$ cat src/design/i2c_pkg.sv
package i2c_pkg;

    // bus timing, every cell is four quarters of this many clocks
    localparam int i2c_quarter_cycles = 5;

    localparam int i2c_addr_width  = 7;  // seven bit peripheral address
    localparam int i2c_count_width = 4;  // up to fifteen writes and fifteen reads

    typedef logic [7:0] byte_t;

    // line pattern the timer produces for the current cell
    typedef enum logic [1:0] {
        cell_idle,
        cell_start,
        cell_bit,
        cell_stop
    } cell_kind_t;

    typedef struct packed {
        logic       tick;       // strobes at the end of every quarter
        logic [1:0] quarter;    // quarter that is ending
        logic       cell_done;  // strobes at the end of the fourth quarter
    } bit_tick_t;

    typedef struct packed {
        logic [i2c_addr_width-1:0] addr;
        logic                      rw;  // 1 is read, 0 is write
    } addr_frame_t;

    // the shifter sends one word that is either an address frame or a data byte
    typedef union packed {
        addr_frame_t addr_frame;
        byte_t       data;
    } tx_frame_u;

    typedef enum logic {
        dir_tx,
        dir_rx
    } shift_dir_t;

    typedef struct packed {
        logic [i2c_addr_width-1:0]  addr;
        logic [i2c_count_width-1:0] write_count;
        logic [i2c_count_width-1:0] read_count;
    } i2c_request_t;

    typedef struct packed {
        byte_t rx_byte;   // the eight bits seen on the bus
        logic  ack_seen;  // peripheral held sda low in the ninth bit
    } frame_result_t;

endpackage

$ cat src/design/i2c_bit_timer.sv
`timescale 1ns/1ps

module i2c_bit_timer (
    input  logic                clk,
    input  logic                reset,
    input  i2c_pkg::cell_kind_t cell_kind,
    input  logic                tx_bit,
    output i2c_pkg::bit_tick_t  tick,
    output logic                scl,
    output logic                sda
);
    import i2c_pkg::*;

    logic [$clog2(i2c_quarter_cycles)-1:0] cyc_cnt;  // clocks within the quarter
    logic [1:0]                            quarter;  // quarter within the cell
    logic                                  quarter_end;
    logic                                  scl_next;
    logic                                  sda_next;
    logic                                  sda_lead;  // sda one stage before the pin

    // nothing counts while the bus is idle so a new cell always starts at quarter 0
    assign quarter_end = (cell_kind != cell_idle) &&
                         (int'(cyc_cnt) == i2c_quarter_cycles - 1);

    assign tick.tick      = quarter_end;
    assign tick.quarter   = quarter;
    assign tick.cell_done = quarter_end && (quarter == 2'd3);  // cells run back to back

    always_ff @(posedge clk) begin
        if (reset || cell_kind == cell_idle) begin
            cyc_cnt <= '0;
            quarter <= 2'd0;
        end else if (quarter_end) begin
            cyc_cnt <= '0;
            quarter <= quarter + 2'd1;  // wraps from 3 back to 0 for the next cell
        end else begin
            cyc_cnt <= cyc_cnt + 1'b1;
        end
    end

    // line levels for the quarter in progress, straight from the cell table
    always_comb begin
        case (cell_kind)
            cell_start: begin
                scl_next = (quarter == 2'd1) || (quarter == 2'd2);
                sda_next = !quarter[1];  // sda falls in q2 while scl is high
            end
            cell_bit: begin
                scl_next = quarter[1];  // low for the first half, high for the second
                sda_next = tx_bit;
            end
            cell_stop: begin
                scl_next = (quarter != 2'd0);
                sda_next = quarter[1];  // sda rises in q2 while scl is high
            end
            default: begin
                scl_next = 1'b1;  // both lines released on an idle bus
                sda_next = 1'b1;
            end
        endcase
    end

    // both lines come from flops, and sda trails scl by one clock
    // so sda never moves on the same edge that scl falls at a cell boundary
    always_ff @(posedge clk) begin
        if (reset) begin
            scl      <= 1'b1;
            sda_lead <= 1'b1;
            sda      <= 1'b1;
        end else begin
            scl      <= scl_next;
            sda_lead <= sda_next;
            sda      <= sda_lead;
        end
    end

endmodule

$ cat src/design/i2c_byte_shifter.sv
`timescale 1ns/1ps

module i2c_byte_shifter (
    input  logic                   clk,
    input  logic                   reset,
    input  i2c_pkg::bit_tick_t     tick,
    input  logic                   load,
    input  i2c_pkg::tx_frame_u     tx_frame,
    input  i2c_pkg::shift_dir_t    dir,
    input  logic                   master_ack,
    input  logic                   sda_in,
    output logic                   tx_bit,
    output logic                   frame_done,
    output i2c_pkg::frame_result_t result
);
    import i2c_pkg::*;

    byte_t      shift_q;   // msb is the bit on the bus in transmit mode
    logic [3:0] bit_cnt;   // 0 to 7 are data bits, 8 is the acknowledge bit
    logic       active;    // a frame is in progress
    shift_dir_t dir_q;
    logic       ack_q;     // level the master drives in the ninth bit of a read
    logic       sample_q;  // sda as sampled at the end of q2
    logic       ack_slot;

    assign ack_slot = (bit_cnt == 4'd8);

    // sda level for bit cells, 1 releases the line
    always_comb begin
        if (!active) begin
            tx_bit = 1'b1;
        end else if (ack_slot) begin
            tx_bit = (dir_q == dir_rx) ? ack_q : 1'b1;  // release for the peripheral ack on a write
        end else begin
            tx_bit = (dir_q == dir_tx) ? shift_q[7] : 1'b1;
        end
    end

    always_ff @(posedge clk) begin
        frame_done <= 1'b0;
        if (reset) begin
            active  <= 1'b0;
            bit_cnt <= 4'd0;
        end else if (load) begin
            shift_q <= tx_frame.data;  // the address frame goes out as a plain byte too
            dir_q   <= dir;
            ack_q   <= master_ack;
            bit_cnt <= 4'd0;
            active  <= 1'b1;
        end else if (active && tick.tick) begin
            if (tick.quarter == 2'd2) begin
                sample_q <= sda_in;  // scl has been high for the whole of q2
            end
            if (tick.cell_done) begin
                if (ack_slot) begin
                    active          <= 1'b0;
                    frame_done      <= 1'b1;
                    result.rx_byte  <= shift_q;
                    result.ack_seen <= !sample_q;  // low on the line means acknowledged
                end else begin
                    // the bus bit shifts in while the next bit to send moves up to the msb
                    // so transmit and receive share one register
                    shift_q <= {shift_q[6:0], sample_q};
                    bit_cnt <= bit_cnt + 4'd1;
                end
            end
        end
    end

endmodule

$ cat src/design/i2c_master.sv
`timescale 1ns/1ps

module i2c_master (
    input  logic                  clk,
    input  logic                  reset,
    input  logic                  start,
    input  i2c_pkg::i2c_request_t request,
    input  i2c_pkg::byte_t        tx_data,
    input  logic                  sda_in,
    output logic                  scl,
    output logic                  sda,
    output logic                  tx_taken,
    output i2c_pkg::byte_t        rx_data,
    output logic                  rx_valid,
    output logic                  busy,
    output logic                  done,
    output logic                  ack_error
);
    import i2c_pkg::*;

    cell_kind_t    cell_kind;   // controller tells the timer what cell comes next
    bit_tick_t     tick;        // quarter and cell strobes for controller and shifter
    tx_frame_u     tx_frame;
    shift_dir_t    dir;
    frame_result_t result;
    logic          load;
    logic          master_ack;
    logic          tx_bit;      // sda level for bit cells
    logic          frame_done;

    i2c_master_ctrl u_ctrl (
        .clk        (clk),
        .reset      (reset),
        .start      (start),
        .request    (request),
        .tx_data    (tx_data),
        .tick       (tick),
        .frame_done (frame_done),
        .result     (result),
        .cell_kind  (cell_kind),
        .load       (load),
        .tx_frame   (tx_frame),
        .dir        (dir),
        .master_ack (master_ack),
        .tx_taken   (tx_taken),
        .rx_data    (rx_data),
        .rx_valid   (rx_valid),
        .busy       (busy),
        .done       (done),
        .ack_error  (ack_error)
    );

    i2c_bit_timer u_timer (
        .clk       (clk),
        .reset     (reset),
        .cell_kind (cell_kind),
        .tx_bit    (tx_bit),
        .tick      (tick),
        .scl       (scl),
        .sda       (sda)
    );

    i2c_byte_shifter u_shifter (
        .clk        (clk),
        .reset      (reset),
        .tick       (tick),
        .load       (load),
        .tx_frame   (tx_frame),
        .dir        (dir),
        .master_ack (master_ack),
        .sda_in     (sda_in),  // resolved bus line, own drive included
        .tx_bit     (tx_bit),
        .frame_done (frame_done),
        .result     (result)
    );

endmodule

$ cat src/design/i2c_master_ctrl.sv
`timescale 1ns/1ps

module i2c_master_ctrl (
    input  logic                   clk,
    input  logic                   reset,
    input  logic                   start,
    input  i2c_pkg::i2c_request_t  request,
    input  i2c_pkg::byte_t         tx_data,
    input  i2c_pkg::bit_tick_t     tick,
    input  logic                   frame_done,
    input  i2c_pkg::frame_result_t result,
    output i2c_pkg::cell_kind_t    cell_kind,
    output logic                   load,
    output i2c_pkg::tx_frame_u     tx_frame,
    output i2c_pkg::shift_dir_t    dir,
    output logic                   master_ack,
    output logic                   tx_taken,
    output i2c_pkg::byte_t         rx_data,
    output logic                   rx_valid,
    output logic                   busy,
    output logic                   done,
    output logic                   ack_error
);
    import i2c_pkg::*;

    typedef enum logic [2:0] {
        st_idle,
        st_start,
        st_address,
        st_write,
        st_read,
        st_stop
    } state_t;

    state_t                     state;
    logic [i2c_addr_width-1:0]  addr_q;
    logic [i2c_count_width-1:0] write_left;  // data bytes not yet loaded
    logic [i2c_count_width-1:0] read_left;   // read frames not yet started
    logic                       read_next;

    // the address goes out with the read bit once every write has been loaded
    assign read_next = (write_left == '0) && (read_left != '0);

    always_ff @(posedge clk) begin
        load     <= 1'b0;
        tx_taken <= 1'b0;
        rx_valid <= 1'b0;
        done     <= 1'b0;
        if (reset) begin
            state      <= st_idle;
            cell_kind  <= cell_idle;
            write_left <= '0;
            read_left  <= '0;
            busy       <= 1'b0;
            ack_error  <= 1'b0;
        end else begin
            case (state)
                st_idle: begin
                    if (start) begin  // a start pulse is only looked at here
                        addr_q     <= request.addr;
                        write_left <= request.write_count;
                        read_left  <= request.read_count;
                        ack_error  <= 1'b0;
                        busy       <= 1'b1;
                        cell_kind  <= cell_start;
                        state      <= st_start;
                    end
                end
                st_start: begin  // first start or repeated start
                    if (tick.cell_done) begin
                        cell_kind                <= cell_bit;
                        load                     <= 1'b1;
                        tx_frame.addr_frame.addr <= addr_q;
                        tx_frame.addr_frame.rw   <= read_next;
                        dir                      <= dir_tx;
                        master_ack               <= 1'b1;
                        state                    <= st_address;
                    end
                end
                st_address: begin
                    if (frame_done) begin
                        if (!result.ack_seen) begin
                            ack_error <= 1'b1;  // nobody answered the address
                            cell_kind <= cell_stop;
                            state     <= st_stop;
                        end else if (tx_frame.addr_frame.rw) begin
                            load       <= 1'b1;
                            dir        <= dir_rx;
                            master_ack <= (read_left == i2c_count_width'(1));  // refuse the last
                            read_left  <= read_left - 1'b1;
                            state      <= st_read;
                        end else if (write_left != '0) begin
                            load          <= 1'b1;
                            tx_taken      <= 1'b1;
                            tx_frame.data <= tx_data;
                            dir           <= dir_tx;
                            write_left    <= write_left - 1'b1;
                            state         <= st_write;
                        end else begin
                            cell_kind <= cell_stop;  // address only probe
                            state     <= st_stop;
                        end
                    end
                end
                st_write: begin
                    if (frame_done) begin
                        if (!result.ack_seen) begin
                            ack_error <= 1'b1;
                            cell_kind <= cell_stop;
                            state     <= st_stop;
                        end else if (write_left != '0) begin
                            load          <= 1'b1;
                            tx_taken      <= 1'b1;
                            tx_frame.data <= tx_data;
                            write_left    <= write_left - 1'b1;
                        end else if (read_left != '0) begin
                            cell_kind <= cell_start;  // repeated start before the read address
                            state     <= st_start;
                        end else begin
                            cell_kind <= cell_stop;
                            state     <= st_stop;
                        end
                    end
                end
                st_read: begin
                    if (frame_done) begin
                        rx_data  <= result.rx_byte;
                        rx_valid <= 1'b1;
                        if (read_left != '0) begin
                            load       <= 1'b1;
                            master_ack <= (read_left == i2c_count_width'(1));
                            read_left  <= read_left - 1'b1;
                        end else begin
                            cell_kind <= cell_stop;
                            state     <= st_stop;
                        end
                    end
                end
                st_stop: begin
                    if (tick.cell_done) begin
                        cell_kind <= cell_idle;
                        busy      <= 1'b0;
                        done      <= 1'b1;
                        state     <= st_idle;
                    end
                end
                default: begin
                    cell_kind <= cell_idle;
                    state     <= st_idle;
                end
            endcase
        end
    end

endmodule

$ cat config.mk
export PLATFORM = sky130hd
export DESIGN_NAME = i2c_master
export DESIGN_NICKNAME = d
export VERILOG_FILES = /design/src/design/i2c_pkg.sv /design/src/design/i2c_bit_timer.sv /design/src/design/i2c_byte_shifter.sv /design/src/design/i2c_master.sv /design/src/design/i2c_master_ctrl.sv
export SDC_FILE = /design/constraint.sdc
export NUM_CORES = 1
export LEC_CHECK = 0
export BUFFER_PORTS_ARGS = -buffer_cell sky130_fd_sc_hd__buf_4
export CAP_MARGIN = 15
export CORE_AREA = 4 4 86 88
export CTS_CLUSTER_SIZE = 20
export DETAILED_ROUTE_END_ITERATION = 8
export DIE_AREA = 0 0 90 92
export PLACE_DENSITY = 0.78
export SYNTH_ARGS = -nofsm -noshare
export SYNTH_HDL_FRONTEND = slang
export SYNTH_SLANG_ARGS = --single-unit
$ cat constraint.sdc
create_clock -name clk -period 6.52 [get_ports clk]
set_input_delay 1.304 -clock clk [delete_from_list [all_inputs] [get_ports clk]]
set_output_delay 1.304 -clock clk [all_outputs]
set_load 0.01 [all_outputs]
Yosys cells after proc, flatten, opt, wreduce, memory -nomap -nowiden
Index checks and enable logic that the tools add are counted.

word-level totals
  input port bits = 27
  output and inout port bits = 15
  bits in registers = 78

cells by class
  equal/unequal tests = 35
  reductions and logical operators = 49
  muxes and demuxes = 101
  $add $sub $neg = 5
  bitwise gates (word level) = 7

operators by type and width
  cell                                                              count
  8-bit 2-to-1 mux                                                  12
  4-bit 2-to-1 mux                                                  13
  3-bit 2-to-1 mux                                                  13
  1-bit 2-to-1 mux                                                  37
  2-bit 2-to-1 mux                                                  13
  4-bit case mux with 3 select lines                                2
  8-bit case mux with 3 select lines                                1
  8-bit AND reduction                                               3
  2-bit by 1-bit != test with 1-bit output (second input constant)  10
  10-bit AND reduction                                              2
  3-bit case mux with 6 select lines                                1
  2-bit nonzero test                                                8
  3-bit AND reduction                                               5
  2-bit != test (second input constant)                             7
  7-bit AND reduction                                               2
  2-bit case mux with 6 select lines                                1
  4-bit AND reduction                                               3
  3-bit nonzero test                                                4
  2-bit OR reduction                                                5
  3-bit == test (second input constant)                             3
  3-bit != test (second input constant)                             3
  1-bit case mux with 3 select lines                                3
  2-bit == test (second input constant)                             4
  1-bit case mux with 2 select lines                                4
  23 further kinds                                                  38

Longest topological paths before layout
  depth after elaboration = 6
  depth in mapped cells = 8
  gate-level depth less buffers = 7

By module
From an unflattened synthesis, not the netlist that was laid out.

second synthesis, totals
  cell total of the unflattened synthesis = 331
  area, all modules = 3563.4 um2

by module, submodules not included
  module            area each (um2)  cells an instance  times used
  i2c_master_ctrl   2112.0           215                1
  i2c_byte_shifter  1043.5           74                 1
  i2c_bit_timer     407.9            42                 1

Worst setup path after synthesis
No wires, ideal clock.

  kind = input port to flip-flop
  from = input reset
  to = register u_ctrl.rx_data[0] (enable)
  buffers on the path = 2
  arrival time = 2.576 ns
  slack = 3.549 ns
  setup time = 0.395 ns
  stages = 3
  cells stage by stage = clkbuf_1 > clkbuf_1 > nor4_1

between the ends
  longest elaborated chain between the ends = 2

ends and longest elaborated chain
  element                               RTL line                RTL
  start, declared                       i2c_master.sv:5         input logic reset,
  1-bit inverter (no source line)       -
  3-bit AND reduction (no source line)  -
  end signal, assigned                  i2c_master_ctrl.sv:127  rx_data <= result.rx_byte;
  end, declared                         i2c_master_ctrl.sv:18   output i2c_pkg::byte_t rx_data,

Every way passes these cells.
A chain may end at the register's enable or synchronous reset.

Worst setup path in the final report
  from = input start
  to = register u_ctrl.addr_q[3] (enable)

between the ends
  longest elaborated chain between the ends = 1

ends and longest elaborated chain
  element                               RTL line               RTL
  start, declared                       i2c_master.sv:6        input logic start,
  3-bit AND reduction (no source line)  -
  end signal, assigned                  i2c_master_ctrl.sv:60  addr_q <= request.addr;
  end, declared                         i2c_master_ctrl.sv:36  logic [i2c_addr_width-1:0] addr_q;

Every way passes these cells.

==> metrics.cfg <==
[synth]
syn-instance-count = 326
yosys-top-cells-area = edfxtp_1 (38%), dfxtp_1 (18%), ha_1 (3.5%)
ys_seq_area_share_pct = 55.9
synth_area_per_cell_um2 = 11.0
synthTopCellsByCount = edfxtp_1 (45), dfxtp_1 (33), nor2_1 (26)
syn_nets = 363
synth_top_area_share_pct = 37.6
synth-seq-cells = 78
syn_area_mm2 = 0.00360
async_flop_share_pct = 0
synth_ff_type = edfxtp_1
yosys_warnings = 0
ys_types = 60
synth_edf_count = 45
yosysTopAreaCell = edfxtp_1
yosysMostFrequentCell = edfxtp_1

[sta]
final.setup_skew_ps = 7.37
rsz0062_at_grt = false
setup-violations-final = 0
max_slew_margin_pct = 34.5
tightest_slew_ps = 982
maxSlewViolCount = 0
finalCritPeriodShare_pct = 38.5
finalSetupTns_ps = 0
fmax_ghz = 0.398
hold_viol_final = 0
finalCriticalPeriod_ps = 2510

[setup_path]
worstPathArrival_ps = 2490
critical_path_required_ps = 6500
cp-end-kind = register
critPathLaunchType = input port
crit_type = input port to register
path_max_fanout = 7

[global_route]
grt_pass1_wl_mm = 11.1
antenna_found_initial = 0
grt_pass1_vias = 2371
globalRouteMet1Util_pct = 21.4
grt.overflow.total = 0
grt_start_max_net_pins = 38
grt_use_met2_pct = 26.5
gr-usage-met3_pct = 4.84
track_usage_pct = 17.0
grt-busiest-layer = met2

[pwr]
p_per_area_mw_per_mm2 = 242
p_sw_share_pct = 24.7
leakage_nw = 1.48
ir_drop_mv = 0.116
p_int_mw = 0.749
p_switching_mw = 0.245
finalPower_mw = 0.994
seqPwrFrac_pct = 54.2
p_clk_share_pct = 37.5
comb_power_share_pct = 8.3

[detailed_routing]
ant_nets = 0
wl_mm = 6.88
drc = 0
drtPass1Iterations = 4
wl_per_cell_um = 15.4
drtIter0Drc = 138
vias = 2562
avgViaCountPerCell = 5.74

[placed_design]
hpwl_mm = 4.81
place_congestion = 0.878
port_buffers = 41
dp_cells = 429

[clock_tree]
ctsResizeCount = 0
worstSkewPairLatency_ps = 360
root_buffer = clkbuf_8
htreeDepth = 3
cts_buffer_depth = 2
clkTransAtPathRegs_ps = 80
clock_sinks = 78
cts_hold_buf = 0
cts_tree = yes
cts_setup_buffers = 0
numCtsBuffers = 9

[worst_hold_path]
hold_class = register to register

[floorplan]
io_pins = 42
die_h_um = 92
fp.dieArea_mm2 = 0.00828
core_region_area_mm2 = 0.00664
die_w_um = 90
num_rows = 30
initial_utilization_pct = 54.1

[finish]
instances_no_fill = 446
antennaDiodeCount = 0
drive_gt1_share_pct = 22.7
nets = 398
synthToLayoutAreaGrowth_pct = 14.4

[job]
maxCapViolations = 0

[run_status]
outcome = complete, no violations

flip-flops by register name (all words and copies together), names as in the netlist, 2 cells and up:
name / cells
u_ctrl.state: 3
u_shifter.bit_cnt: 4
u_timer.cyc_cnt: 3
u_timer.quarter: 2
u_ctrl.write_left: 4
u_ctrl.cell_kind: 2
u_shifter.result: 9
u_ctrl.tx_frame: 8
u_ctrl.read_left: 4
u_ctrl.addr_q: 7
u_ctrl.rx_data: 8
u_shifter.shift_q: 8
kinds of logic after synthesis:
group | Yosys count | synth area share (%)
flip-flops | 78 | 55.9
XOR/XNOR | 5 | 1.22
AND/OR/NAND/NOR | 111 | 16.7
buffers and inverters | 39 | 5.08
multiplexers | 10 | 3.06
adder cells (fa/ha/maj) | 10 | 3.48
AO/OA/AOI/OAI | 73 | 14.6
worst paths after layout:
check | slack, ps | endpoint | depth (start not counted) | startpoint
min reg2reg | 410 | u_timer.sda | 1 | u_timer.sda_lead
max reg2reg | 4020 | u_ctrl.write_left[0] | 5 | u_ctrl.state[0]
min | 410 | u_timer.sda | 1 | u_timer.sda_lead
max | 4010 | u_ctrl.addr_q[3] | 3 | start
metal layers:
layer / up-vias / share of wire (%)
met1: 1205 / 43
li1: 1259 / -
met3: 12 / 6.5
met2: 86 / 49
met5: - / 0
met4: 0 / 1.8
layout by cell type, fill, tap and decap left out, types with 3 or more instances in the layout:
| cell | count |
|---|---|
| nand3b_1 | 3 |
| mux2_2 | 7 |
| nor4_1 | 5 |
| nor3b_1 | 3 |
| buf_4 | 42 |
| or3_1 | 4 |
| a31oi_1 | 3 |
| and3_1 | 3 |
| nor4b_1 | 3 |
| nor3_1 | 15 |
| nand2b_1 | 3 |
| nor2b_1 | 4 |
| clkbuf_8 | 9 |
| xnor2_1 | 3 |
| a211oi_1 | 5 |
| o21ai_0 | 13 |
| dfxtp_1 | 33 |
| or2_2 | 3 |
| ha_1 | 10 |
| a21oi_1 | 21 |
| and2_1 | 3 |
| nor2_1 | 26 |
| nand3_1 | 6 |
| a21o_1 | 3 |
| nand2_1 | 20 |
| edfxtp_1 | 45 |
| inv_6 | 4 |
| inv_1 | 19 |
| a22o_1 | 7 |
through the flow:
stage                     cell area, um^2  hold slack, ps  utilization (%)  setup slack [ps]
final                                4120             412             61.9              4010
after global placement               3910             394             58.8              3530
after CTS                            4110             413             61.9              3860
after detailed placement             3910             394             58.8              3470
after floorplan                      3600             389                -              3550
after global routing                 4120             423             61.9              3860
final cells by class:
cell class,instances,area (um^2)
Clock buffer,9,124
Tap cell,80,100
Timing Repair Buffer,43,320
Inverter,20,77.6
Fill cell,515,2530
Multi-Input combinational cell,209,1400
Sequential cell,78,2010
Clock inverter,7,78.8
worst max-delay path: stages:
cell and delay, ps:
buf_4 90, or3b_4 400, nor3_1 700
power groups by stage:
stage               Combinational, mW  Sequential, mW  Clock [mW]
detailed placement             0.0813           0.550           0
floorplan                      0.0623           0.543           0
CTS                            0.0819           0.539       0.379
global route                   0.0915           0.541       0.402
global placement               0.0798           0.550           0
finish                         0.0822           0.539       0.373
Power figures use the tool's default switching activity.
